[config.mk]
export PLATFORM = sky130hd
export DESIGN_NAME = inverter_top
export DESIGN_NICKNAME = d
export VERILOG_FILES = /design/src/rtl/inv_pkg.sv /design/src/rtl/index_link_if.sv /design/src/rtl/inverter_top.sv /design/src/rtl/inverter_sequencer.sv /design/src/rtl/uart_tx.sv /design/src/rtl/spi_index_reader.sv /design/src/rtl/interval_timer.sv
export VERILOG_INCLUDE_DIRS = /design/src /design/src/rtl
export SDC_FILE = /design/constraint.sdc
export NUM_CORES = 1
export LEC_CHECK = 0
export ABC_AREA = 1
export BUFFER_PORTS_ARGS = -buffer_cell sky130_fd_sc_hd__clkbuf_2
export CELL_PAD_IN_SITES_DETAIL_PLACEMENT = 1
export CELL_PAD_IN_SITES_GLOBAL_PLACEMENT = 2
export CORE_MARGIN = 2
export CORE_UTILIZATION = 39
export DETAILED_ROUTE_END_ITERATION = 7
export PLACE_DENSITY = 0.86
export SLEW_MARGIN = 20
export SYNTH_ARGS = -nofsm -noshare
export SYNTH_HDL_FRONTEND = slang
export SYNTH_HIERARCHICAL = 1
export SYNTH_SLANG_ARGS = --single-unit
export TNS_END_PERCENT = 50
[constraint.sdc]
create_clock -name clk -period 4.7 [get_ports clk]
set_clock_uncertainty 0.15 [all_clocks]
set_input_delay 1.41 -clock clk [delete_from_list [all_inputs] [get_ports clk]]
set_output_delay 1.41 -clock clk [all_outputs]
set_load 0.02 [all_outputs]
[src/rtl/inv_consts.svh]
// Inverter controller constants for timing windows, cell count and command codes
`ifndef INV_CONSTS_SVH
`define INV_CONSTS_SVH

// Number of power cells on the UART broadcast
`define NUM_MODULES 9

// Clock cycles per UART bit and per half SPI clock
`define BAUD_DIV 8
`define SPI_HALF 2

// Window lengths in clk cycles, counted from reset
`define INIT_CYCLES 40
`define MODE_WAIT_CYCLES 2000
`define PERIOD_CYCLES 1200
`define SHOOT_CYCLES 100

// Supervisor frame that commands pipe mode
`define PIPE_INDEX 12'hFFF
`define PIPE_ID 4'hA

// LEDs are active low
`define LED_ON 1'b0
`define LED_OFF 1'b1

`endif
[src/rtl/inv_pkg.sv]
// Shared vector types and state encodings for the inverter controller
`default_nettype none

`include "inv_consts.svh"

package inv_pkg;

    // Sine table index and target module id, as split from the SPI frame
    typedef logic [11:0] sine_index_t;
    typedef logic [3:0] module_id_t;

    // One UART payload byte
    typedef logic [7:0] uart_byte_t;

    // Holds 0 up to PERIOD_CYCLES-1
    typedef logic [$clog2(`PERIOD_CYCLES)-1:0] period_count_t;

    // Top level controller FSM
    typedef enum logic [2:0] {
        INIT,
        STARTUP,
        SELECT,
        NORMAL,
        PIPE
    } main_state_t;

    // Per-period broadcast FSM in normal mode
    typedef enum logic [2:0] {
        REQUEST,
        SEND_HIGH,
        WAIT_HIGH,
        SEND_LOW,
        WAIT_LOW,
        WAIT_PERIOD
    } normal_state_t;

endpackage

`default_nettype wire

[src/rtl/index_link_if.sv]
// Frame link between the SPI index reader and the sequencer
`default_nettype none

interface index_link_if;

    // One-cycle request and completion strobes
    logic start;
    logic valid;

    // Held from valid until the next frame completes
    inv_pkg::sine_index_t index;
    inv_pkg::module_id_t  id;

    modport reader (
        input  start,
        output valid,
        output index,
        output id
    );

    modport requester (
        output start,
        input  valid,
        input  index,
        input  id
    );

endinterface

`default_nettype wire

[src/rtl/inverter_top.sv]
// Multilevel inverter controller top with SPI reader, sequencer, timers and nine UART lanes
`default_nettype none

`include "inv_consts.svh"

module inverter_top (
    input  logic                    clk,
    input  logic                    reset,
    output logic                    spi_sclk,
    output logic                    spi_cs,
    input  logic                    spi_miso,
    output logic [`NUM_MODULES-1:0] uart_tx_line,
    output logic                    shoot,
    output logic                    led_red,
    output logic                    led_green,
    output logic                    led_blue
);

    logic                    init_done;
    logic                    mode_done;
    logic [`NUM_MODULES-1:0] tx_start;
    logic [`NUM_MODULES-1:0] tx_busy;
    inv_pkg::uart_byte_t     tx_data;

    index_link_if link ();

    // Hold window and mode-select window
    interval_timer #(.COUNT(`INIT_CYCLES)) u_init_timer (
        .clk(clk), .reset(reset), .done(init_done)
    );
    interval_timer #(.COUNT(`MODE_WAIT_CYCLES)) u_mode_timer (
        .clk(clk), .reset(reset), .done(mode_done)
    );

    spi_index_reader u_reader (
        .clk(clk), .reset(reset), .link(link.reader),
        .sclk(spi_sclk), .cs(spi_cs), .miso(spi_miso)
    );

    inverter_sequencer u_seq (
        .clk(clk), .reset(reset), .link(link.requester),
        .init_done(init_done), .mode_done(mode_done),
        .tx_start(tx_start), .tx_data(tx_data), .tx_busy(tx_busy),
        .shoot(shoot), .led_green(led_green), .led_blue(led_blue)
    );

    for (genvar i = 0; i < `NUM_MODULES; i++) begin : g_lane
        uart_tx u_tx (
            .clk(clk), .reset(reset), .start(tx_start[i]), .data(tx_data),
            .line(uart_tx_line[i]), .busy(tx_busy[i])
        );
    end

    // No fault indication in this build
    assign led_red = `LED_OFF;

endmodule

`default_nettype wire

[src/rtl/inverter_sequencer.sv]
// Mode select and normal-mode sequencer driving shoot and the UART index broadcast
`default_nettype none

`include "inv_consts.svh"

module inverter_sequencer (
    input  logic                    clk,
    input  logic                    reset,
    index_link_if.requester         link,
    input  logic                    init_done,
    input  logic                    mode_done,
    output logic [`NUM_MODULES-1:0] tx_start,
    output inv_pkg::uart_byte_t     tx_data,
    input  logic [`NUM_MODULES-1:0] tx_busy,
    output logic                    shoot,
    output logic                    led_green,
    output logic                    led_blue
);

    localparam inv_pkg::period_count_t PERIOD_LAST =
        inv_pkg::period_count_t'(`PERIOD_CYCLES - 1);
    localparam inv_pkg::period_count_t SHOOT_END =
        inv_pkg::period_count_t'(`SHOOT_CYCLES);

    inv_pkg::main_state_t   state;
    inv_pkg::normal_state_t nstate;
    inv_pkg::period_count_t count;
    logic                   in_normal;
    logic                   pipe_cmd;
    logic                   send;

    assign in_normal = (state == inv_pkg::NORMAL);
    assign pipe_cmd  = link.valid && (link.index == `PIPE_INDEX) && (link.id == `PIPE_ID);

    // Free-running period counter, only in normal mode
    always_ff @(posedge clk) begin
        if (reset) begin
            count <= '0;
        end else if (in_normal) begin
            count <= (count == PERIOD_LAST) ? '0 : count + 1'b1;
        end
    end

    assign shoot = in_normal && (count < SHOOT_END);

    // Every lane gets the same byte in the same cycle
    assign send = in_normal && (nstate == inv_pkg::SEND_HIGH || nstate == inv_pkg::SEND_LOW);
    assign tx_start = {`NUM_MODULES{send}};
    assign tx_data  = (nstate == inv_pkg::SEND_LOW) ? link.index[7:0]
                                                    : {link.id, link.index[11:8]};

    always_ff @(posedge clk) begin
        if (reset) begin
            state      <= inv_pkg::INIT;
            nstate     <= inv_pkg::REQUEST;
            link.start <= 1'b0;
            led_green  <= `LED_OFF;
            led_blue   <= `LED_OFF;
        end else begin
            link.start <= 1'b0;
            case (state)
                inv_pkg::INIT: begin
                    if (init_done) begin
                        state <= inv_pkg::STARTUP;
                    end
                end
                inv_pkg::STARTUP: begin
                    link.start <= 1'b1;
                    state      <= inv_pkg::SELECT;
                end
                inv_pkg::SELECT: begin
                    if (pipe_cmd) begin
                        state    <= inv_pkg::PIPE;
                        led_blue <= `LED_ON;
                    end else if (mode_done) begin
                        // First read goes out as normal mode starts
                        state      <= inv_pkg::NORMAL;
                        nstate     <= inv_pkg::REQUEST;
                        link.start <= 1'b1;
                        led_green  <= `LED_ON;
                    end
                end
                inv_pkg::NORMAL: begin
                    case (nstate)
                        inv_pkg::REQUEST:   if (link.valid) nstate <= inv_pkg::SEND_HIGH;
                        inv_pkg::SEND_HIGH: nstate <= inv_pkg::WAIT_HIGH;
                        // Lane 0 stands for all lanes
                        inv_pkg::WAIT_HIGH: if (!tx_busy[0]) nstate <= inv_pkg::SEND_LOW;
                        inv_pkg::SEND_LOW:  nstate <= inv_pkg::WAIT_LOW;
                        inv_pkg::WAIT_LOW:  if (!tx_busy[0]) nstate <= inv_pkg::WAIT_PERIOD;
                        inv_pkg::WAIT_PERIOD: begin
                            if (count == '0) begin
                                nstate     <= inv_pkg::REQUEST;
                                link.start <= 1'b1;
                            end
                        end
                        default: nstate <= inv_pkg::REQUEST;
                    endcase
                end
                default: begin
                    // Pipe mode holds and stops the broadcast
                end
            endcase
        end
    end

    a_one_mode_led: assert property (@(posedge clk) disable iff (reset)
        !(led_green == `LED_ON && led_blue == `LED_ON))
        else $error("Both mode LEDs on");

    a_no_start_busy: assert property (@(posedge clk) disable iff (reset)
        (|tx_start) |-> !tx_busy[0])
        else $error("tx_start pulsed while a lane is busy");

endmodule

`default_nettype wire

[src/rtl/uart_tx.sv]
// UART transmitter for one byte with even parity and a busy flag
`default_nettype none

`include "inv_consts.svh"

module uart_tx (
    input  logic                clk,
    input  logic                reset,
    input  logic                start,
    input  inv_pkg::uart_byte_t data,
    output logic                line,
    output logic                busy
);

    localparam int BW = $clog2(`BAUD_DIV + 1);
    localparam logic [BW-1:0] BAUD_LAST = BW'(`BAUD_DIV - 1);

    logic [BW-1:0] baud;
    logic [3:0]    bit_idx;
    logic          bit_end;
    // Remaining bits after the start bit: data, parity, stop
    logic [9:0]    frame;

    assign bit_end = busy && (baud == BAUD_LAST);

    always_ff @(posedge clk) begin
        if (reset) begin
            busy    <= 1'b0;
            line    <= 1'b1;
            baud    <= '0;
            bit_idx <= '0;
        end else if (!busy) begin
            if (start) begin
                busy    <= 1'b1;
                line    <= 1'b0;
                baud    <= '0;
                bit_idx <= '0;
            end
        end else if (bit_end) begin
            baud <= '0;
            // Stop bit already on the line at index 10
            if (bit_idx == 4'd10) begin
                busy <= 1'b0;
            end else begin
                bit_idx <= bit_idx + 1'b1;
                line    <= frame[0];
            end
        end else begin
            baud <= baud + 1'b1;
        end
    end

    always_ff @(posedge clk) begin
        if (!busy && start) begin
            frame <= {1'b1, ^data, data};
        end else if (bit_end) begin
            frame <= {1'b1, frame[9:1]};
        end
    end

    a_idle_high: assert property (@(posedge clk) disable iff (reset)
        !busy |-> line)
        else $error("UART line low while idle");

endmodule

`default_nettype wire

[src/rtl/spi_index_reader.sv]
// SPI master that reads one 16-bit supervisor frame and splits it into id and index
`default_nettype none

`include "inv_consts.svh"

module spi_index_reader (
    input  logic         clk,
    input  logic         reset,
    index_link_if.reader link,
    output logic         sclk,
    output logic         cs,
    input  logic         miso
);

    localparam int DW = $clog2(`SPI_HALF + 1);
    localparam logic [DW-1:0] DIV_LAST = DW'(`SPI_HALF - 1);

    logic [DW-1:0] div;
    logic [4:0]    half_cnt;
    logic          active;
    logic          finish;
    logic          load;
    logic          shift_en;
    logic [15:0]   frame;

    // Sample miso as sclk goes high
    assign shift_en = active && !finish && (div == DIV_LAST) && !sclk;

    always_ff @(posedge clk) begin
        if (reset) begin
            div        <= '0;
            half_cnt   <= '0;
            active     <= 1'b0;
            finish     <= 1'b0;
            load       <= 1'b0;
            sclk       <= 1'b0;
            cs         <= 1'b1;
            link.valid <= 1'b0;
        end else begin
            load       <= 1'b0;
            link.valid <= load;
            if (!active) begin
                if (link.start) begin
                    active   <= 1'b1;
                    cs       <= 1'b0;
                    div      <= '0;
                    half_cnt <= '0;
                end
            end else if (finish) begin
                // One idle cycle after the last falling edge, then release cs
                finish <= 1'b0;
                active <= 1'b0;
                cs     <= 1'b1;
                load   <= 1'b1;
            end else if (div == DIV_LAST) begin
                div      <= '0;
                sclk     <= ~sclk;
                half_cnt <= half_cnt + 1'b1;
                if (half_cnt == 5'd31) begin
                    finish <= 1'b1;
                end
            end else begin
                div <= div + 1'b1;
            end
        end
    end

    // MSB first, id in the top nibble
    always_ff @(posedge clk) begin
        if (shift_en) begin
            frame <= {frame[14:0], miso};
        end
        if (load) begin
            link.id    <= frame[15:12];
            link.index <= frame[11:0];
        end
    end

    a_sclk_inside_frame: assert property (@(posedge clk) disable iff (reset)
        $changed(sclk) |-> !cs)
        else $error("sclk toggled with cs high");

endmodule

`default_nettype wire

[src/rtl/interval_timer.sv]
// One-shot interval timer that raises done a fixed number of cycles after reset
`default_nettype none

module interval_timer #(
    parameter int COUNT = 16
) (
    input  logic clk,
    input  logic reset,
    output logic done
);

    localparam int CW = $clog2(COUNT + 1);
    localparam logic [CW-1:0] LAST = CW'(COUNT - 1);

    logic [CW-1:0] count;

    always_ff @(posedge clk) begin
        if (reset) begin
            count <= '0;
            done  <= 1'b0;
        end else if (!done) begin
            count <= count + 1'b1;
            // Latches high until the next reset
            if (count == LAST) begin
                done <= 1'b1;
            end
        end
    end

endmodule

`default_nettype wire

==> results of run 1 <==
==> final cells by class <==
class                           count  area [um^2]
Tap cell                          461          577
Fill cell                        4313        20200
Inverter                          202          773
Timing Repair Buffer               23          133
Clock inverter                     15         97.6
Sequential cell                   255         6240
Clock buffer                       42          878
Multi-Input combinational cell   1244         6600
==> worst max-delay path by stage <==
stage	from	to	slack [ns]
4_1_cts	u_seq/state[1]	shoot	1.23
3_5_place_dp	u_seq/nstate[2]	g_lane[2].u_tx/frame[8]	1.69
2_1_floorplan	u_seq/nstate[2]	g_lane[4].u_tx/frame[8]	0.90
3_3_place_gp	reset	g_lane[2].u_tx/bit_idx[0]	1.80
6_report	u_seq/state[1]	shoot	1.26
5_1_grt	u_seq/state[1]	shoot	1.16
==> registers in the layout, summed over array words and instances (netlist names), 3 cells and up <==
| signal | flops |
|---|---|
| u_seq/nstate | 3 |
| g_lane.u_tx/busy | 9 |
| g_lane.u_tx/frame | 81 |
| u_seq/count | 11 |
| u_seq/state | 3 |
| g_lane.u_tx/bit_idx | 36 |
| u_mode_timer/count | 11 |
| g_lane.u_tx/line | 9 |
| g_lane.u_tx/baud | 36 |
| u_reader/frame | 16 |
| u_init_timer/count | 6 |
| u_reader/half_cnt | 5 |
| u_reader/link.index | 12 |
| u_reader/link.id | 4 |
==> per-layer routing <==
metal | part of all wire (%) | wire length (um) | global-route usage, % | vias to the layer above
li1 | - | - | - | 5605
met1 | 47 | 14600 | 21.2 | 5264
met2 | 49 | 15000 | 29.7 | 60
met3 | 2.1 | 660 | 2.02 | 43
met4 | 2.0 | 630 | 3.65 | 0
met5 | 0 | 0 | 0 | -
==> synthesized netlist by cell type, types with 32 or more instances <==
cell type / instances / area share, %
nand2_1: 533 / 14
inv_1: 184 / 4.9
nor2_1: 165 / 4.4
dfxtp_1: 142 / 20
edfxtp_1: 113 / 24
nand3_1: 110 / 3.9
a21oi_1: 78 / 2.8
xnor2_1: 54 / 3.4
nand2_2: 40 / 1.8
ha_1: 33 / 2.9
o21ai_0: 32 / 1.1
==> kinds of logic after synthesis <==
family                     share of synthesized area (%)
AOI/OAI and AO/OA                                   7.01
other                                             0.0267
muxes                                              0.482
buffers and inverters                               8.67
and+or+nand+nor                                     31.1
adders and majority gates                           2.94
DFF                                                 44.5
xor gates and xnor gates                            5.31
==> power by group <==
part | switching [mW] | internal, mW | leakage [nW]
clock | 0.925 | 1.35 | 0.480
combinational | 0.0730 | 0.0312 | 4.02
sequential | 0.0152 | 2.31 | 2.17
total | 1.01 | 3.69 | 6.67
==> per-stage QoR <==
stage | util (%) | area (um^2) | setup slack, ns
detailed placement | 40.3 | 14300 | 1.69
finish | 43.1 | 15300 | 1.26
global route | 43.1 | 15300 | 1.16
floorplan | - | 14000 | 0.898
CTS | 43.1 | 15300 | 1.23
global placement | 40.3 | 14300 | 1.80
==> run summary, run 1 <==
Total power for the finished layout comes to 4.70 mW. In this run, post-CTS repair resized a total of 0 instances. The detailed router finished its first iteration with 476 violations.

At the worst endpoint, the arrival time is 1.88 ns. Among all flip-flop cells after synthesis, the most frequent one is dfxtp_1. The tools report the sequential area share after synthesis as 44.5%. TritonCTS built the clock tree. The worst-case IR drop observed on VDD is 0.000276 V. Hold violation count in the final report: 0. The post-synthesis async set-or-reset flop share came out at 0%. The mapped netlist covers 14,000 um^2. In this run, synthesis inferred 113 flip-flops with an integrated enable. Synthesis produced a netlist with a net count of 1,790. The startpoint identified for the worst register-to-register timing path is u_seq/nstate[2].

Counting tap cells, the placed design contains a total of 2,185 instances. Leaving out fill and tap cells, the most frequent cells in the layout are nand2_1 (533), inv_1 (184), nor2_1 (165), dfxtp_1 (142), edfxtp_1 (113). Of the cells placed in the final design, the portion with a size suffix greater than 1 is 13.0%.

Synthesis inferred 255 register bits. The category of the worst setup path capture point was an output port. The floorplan step set the die width to 194 um. The tools report the CTS root buffer as clkbuf_16.

The initial antenna violation count came out at 0. The endpoint required time on the critical path was 3.14 ns. The core outline area was 35,500 um^2; the total detailed-routing wirelength was 30,900 um. The final count of pins violating max slew came out at 0. The time the worst path needs with I/O delays and setup was 3.44 ns. Routability-driven placement finished with a final weighted congestion of 0.783. The number of port buffers works out to 16. The via count is 10,972.

The logs give 11,351 for the via count of the first global-routing pass and 0.56 ns for the clock latency of the later-clocked register in the worst-skew pair. In the final routed layout, each cell accounts on average for 13.8 um. The run finished with clean final reports. Post-CTS timing repair inserted 0 buffers for setup. The level count of the clock H-tree was 1; the maximum number of buffers from clock root to sink was 3. The floorplan step defined a die boundary enclosing 37,500 um^2. The slew at the pin closest to its max-slew limit works out to 1.02 ns.

The remaining routing DRC violations is 0. The run gives 0.274 ns as the worst slack on hold paths. In this run the number of cells on the critical path is 4. In this run the static leakage power is 6.67 nW. The number of cells traversed by the worst register-to-register path is 10. The number of maximum-capacitance constraint violations is 0, and the placed wire-length estimate after detailed placement is 20,800 um. Setup repair after global routing left no endpoint under its margin. In this run the tightest slew margin relative to its limit is 32.2%.

The first global-routing pass estimated 53,800 um of wire. In this run the worst path has a maximum fanout of 13. For this run, the slowest stage of the critical path takes 0.45 ns. In this run the register-to-register setup slack is 1.65 ns. Once detail routing completed, the nets flagged for antenna violations numbered 0. The initial utilization of the core area, before any placement, comes to 39.5%. Together, buffers and inverters on the worst path number 2. Derived from the worst setup path, the maximum achievable clock frequency is 291 MHz. Most common cell after layout, fill and taps aside: nand2_1. The summed negative setup slack over all endpoints is 0 ns, and the portion of the clock cycle consumed by the worst path in the final layout is 73.1%. Kind of cell adding the most delay to the critical path: flip-flops. The worst hold path terminates at u_reader/link.id[3]. The tools report the worst reg2reg path endpoint as g_lane[2].u_tx/frame[8].

The area overhead of the layout relative to synthesis is 9.06%, and the number of detailed-route iterations in the first pass is 4. The tools report the overall global routing resource usage as 16.5%. The tools report the startpoint of the worst hold path as u_reader/frame[15].

The final global-route overflow total came out at 0. The boundary pin count is 18. Entering global routing, the biggest net connects 51 pins.

Counting every instance in the synthesized netlist gives 1,754. In this run the mean area of a mapped cell was 7.99 um^2. The standard-cell row count was 69. After clock tree synthesis, the flow added hold-fix buffers numbering 0. The setup violation total in the final timing report was 0. For the total number of nets in the final design, the log shows 1,793. Clock tree synthesis inserted a total of 31 buffers. The path type of the worst setup path is register to output port.

The path category of the worst min-delay check is register to register. The areal power density over the cells was 308 nW/um^2. Among all stages on the critical path, the largest delay is contributed by dfxtp_1. Yosys printed 6 warnings. Counting instances, the worst hold path has a depth of 0.

The non-filler instance count after layout was 2,242; the number of unique standard cell types used by synthesis was 45. Clock-pin slew on the worst setup and hold paths: 0.06 ns. The diode insertion count for antenna repair came out at 0.

Walking the worst path, the cells encountered are nand3_4 -> inv_1 -> o211a_1 -> clkbuf_2. Clock sink count: 255. The die is 194 um tall. Dividing the detail-routed via count by the number of cells gives 4.89. Nature of the critical path startpoint: a register.
(Power assumes the default switching activity.)
==> run 2, diff against run 1 <==
==> constraint.sdc (replaced) <==
create_clock -name clk -period 3.3 [get_ports clk]
set_clock_uncertainty 0.15 [all_clocks]
set_input_delay 0.99 -clock clk [delete_from_list [all_inputs] [get_ports clk]]
set_output_delay 0.99 -clock clk [all_outputs]
set_load 0.02 [all_outputs]
==> run 2 against run 1 <==
  * Clock power is 49% higher
  * Critical endpoint unchanged
  * Largest power group is now the clock network
  * Total power is 46% higher
  * Global-route usage is 0.27 points higher
==> run summary, run 2 (synthesized netlist as in run 1, its figures left out) <==
The flow ran to the end, and the final reports show no timing, DRC or antenna violations. Gates resized during post-CTS repair numbered 0. The via density per instance came out at 4.87. The portion of the clock cycle consumed by the worst path in the final layout is 92.6%.

The repair_antennas step left the layout with diodes totalling 0. The setup slack on the worst flop-to-flop path was 0.60 ns; the clock-pin slew on the worst setup and hold paths was 0.06 ns. The highest clock frequency the design can meet is 327 MHz, and the boundary pin count is 18. For this run, the total global-route usage over all layers was measured as 16.8%. After routing, the total negative slack on setup checks comes to 0 ns.

The total length of routed met2 wires was 15,000 um. At the later pin of the worst-skew pair, clock insertion delay measures 0.58 ns. For this block, wires on met1 add up to 15,000 um.

The tools report the remaining number of nets flagged by the antenna check after routing as 0. Measured in cells, the most critical reg-to-reg path has a length of 11. The run gives 0.297 ns as the worst slack on hold paths. The clock period could shrink to 3.06 ns.

In the routed design, unresolved DRC markers number 0. The worst setup path is captured at an output port. The number of setup buffers added after CTS is 0. In this run the tightest slew margin relative to its limit is 47.5%.

Counting the buffers created by CTS gives 31. The largest registers in the layout are g_lane.u_tx/frame (81), g_lane.u_tx/baud (36), g_lane.u_tx/bit_idx (36). The total of hold buffers inserted after clock tree synthesis came out at 0.

Setup repair after global routing left no endpoint under its margin. The clock passes through at most 3 buffers. The floorplan has 69 rows. The y dimension of the die works out to 194 um. The tools report the total number of nets in the final design as 1,798. The area growth from synthesis to layout is 10.0%. The logs give 686 um for the routed length on met3 and 15,400 um^2 for the cell area after layout. The placed instance area was 14,400 um^2; the number of port buffers was 16. The static leakage is 6.74 nW, and the average wire per standard cell is 13.9 um. The first TritonRoute pass finished after 5 iterations.

The logs give 1 for the level count of the clock H-tree and 31,300 um for the total detailed-routing wirelength. The arrival time reported for the critical path endpoint was 1.92 ns. The via count of the first global-routing pass is 11,313. The run gives 21,500 um as the placed wire-length estimate after detailed placement. The tools report the hold violation count in the final report as 0.

Global routing finished with a remaining overflow of 0. The tools report the CTS root buffer as clkbuf_16. Register with the most flip-flops: g_lane.u_tx/frame. Setup violations remaining at the end of the flow were counted as 0. The highest layer touched by signal routing is met4. The die is 194 um wide. The worst setup path is of the register to output port kind. For this design the ratio of total power to cell area is 444 nW/um^2.

Leaving out fill and tap cells, the most frequent cell in the layout is nand2_1. The slew at the pin closest to its max-slew limit came out at 0.788 ns. For this configuration, the core starts out at a cell density of 39.5%. After floorplanning, the core was sized to cover 35,500 um^2. Routability-driven placement finished with a final weighted congestion of 0.773. The initial antenna violation count was 0. CTS saw 255 sinks. TritonCTS built the clock tree. Nature of the critical path startpoint: a register. Overall power consumption after layout is estimated at 6.85 mW. For this block, the via count after detailed routing is 10,956. The top fanout value on the critical path works out to 13. The detailed router's first-iteration violation count was 361. The worst-case IR drop observed on VDD is 0.000375 V. The die covers 37,500 um^2.

In the layout the commonest cells are nand2_1 (533), inv_1 (184), nor2_1 (165), dfxtp_1 (142), edfxtp_1 (113). For the number of maximum-capacitance constraint violations, the log shows 0. The first global-routing pass estimated 54,200 um of wire. Final count of pins violating max slew: 0. Entering global routing, the biggest net connects 37 pins.

The post-route netlist has 13.5% of its cells at a drive strength greater than 1. The register with the most flip-flops in the layout has 81 of them. The path category of the worst min-delay check is register to register. The worst hold path depth was 2. STA puts the critical path data required time at 2.16 ns.
run 2: cell type report:
type	instances	area, um^2
timing repair buffer	28	233
fill	4326	20100
clock inverter	21	194
inverter	202	773
multi-input combinational	1244	6600
tap	461	577
sequential	255	6240
clock buffer	37	818
run 2: worst max-delay path: stages, from the launching register on:
cell	delay, ns
dfxtp_1	0.46
nand3_4	0.24
inv_1	0.26
o211a_1	0.20
clkbuf_2	0.16
run 2: power by group:
group	internal [mW]	switching [mW]	total (mW)	leakage [nW]
combinational	0.0470	0.105	0.152	4.07
sequential	3.29	0.0214	3.31	2.17
clock	2.00	1.38	3.38	0.501
run 2: layer usage:
metal	up-vias	track usage (%)
li1	5623	-
met2	82	29.5
met1	5211	22.0
met3	40	2.07
met4	0	3.82
met5	-	0
run 2: stage by stage:
stage	worst slack, ns	std cells	util, %
finish	0.244	2248	43.5
global route	0.129	2248	43.5
CTS	0.193	2248	43.5
detailed placement	0.629	2190	40.6
global placement	0.741	2190	40.6
floorplan	0.403	1754	-
run 2: worst paths after layout:
check                           start                       to
setup reg to reg      u_seq/nstate[2]  g_lane[4].u_tx/frame[8]
hold reg to reg   g_lane[3].u_tx/line      g_lane[3].u_tx/line
setup / recovery       u_seq/state[1]                    shoot
hold / removal    g_lane[3].u_tx/line      g_lane[3].u_tx/line
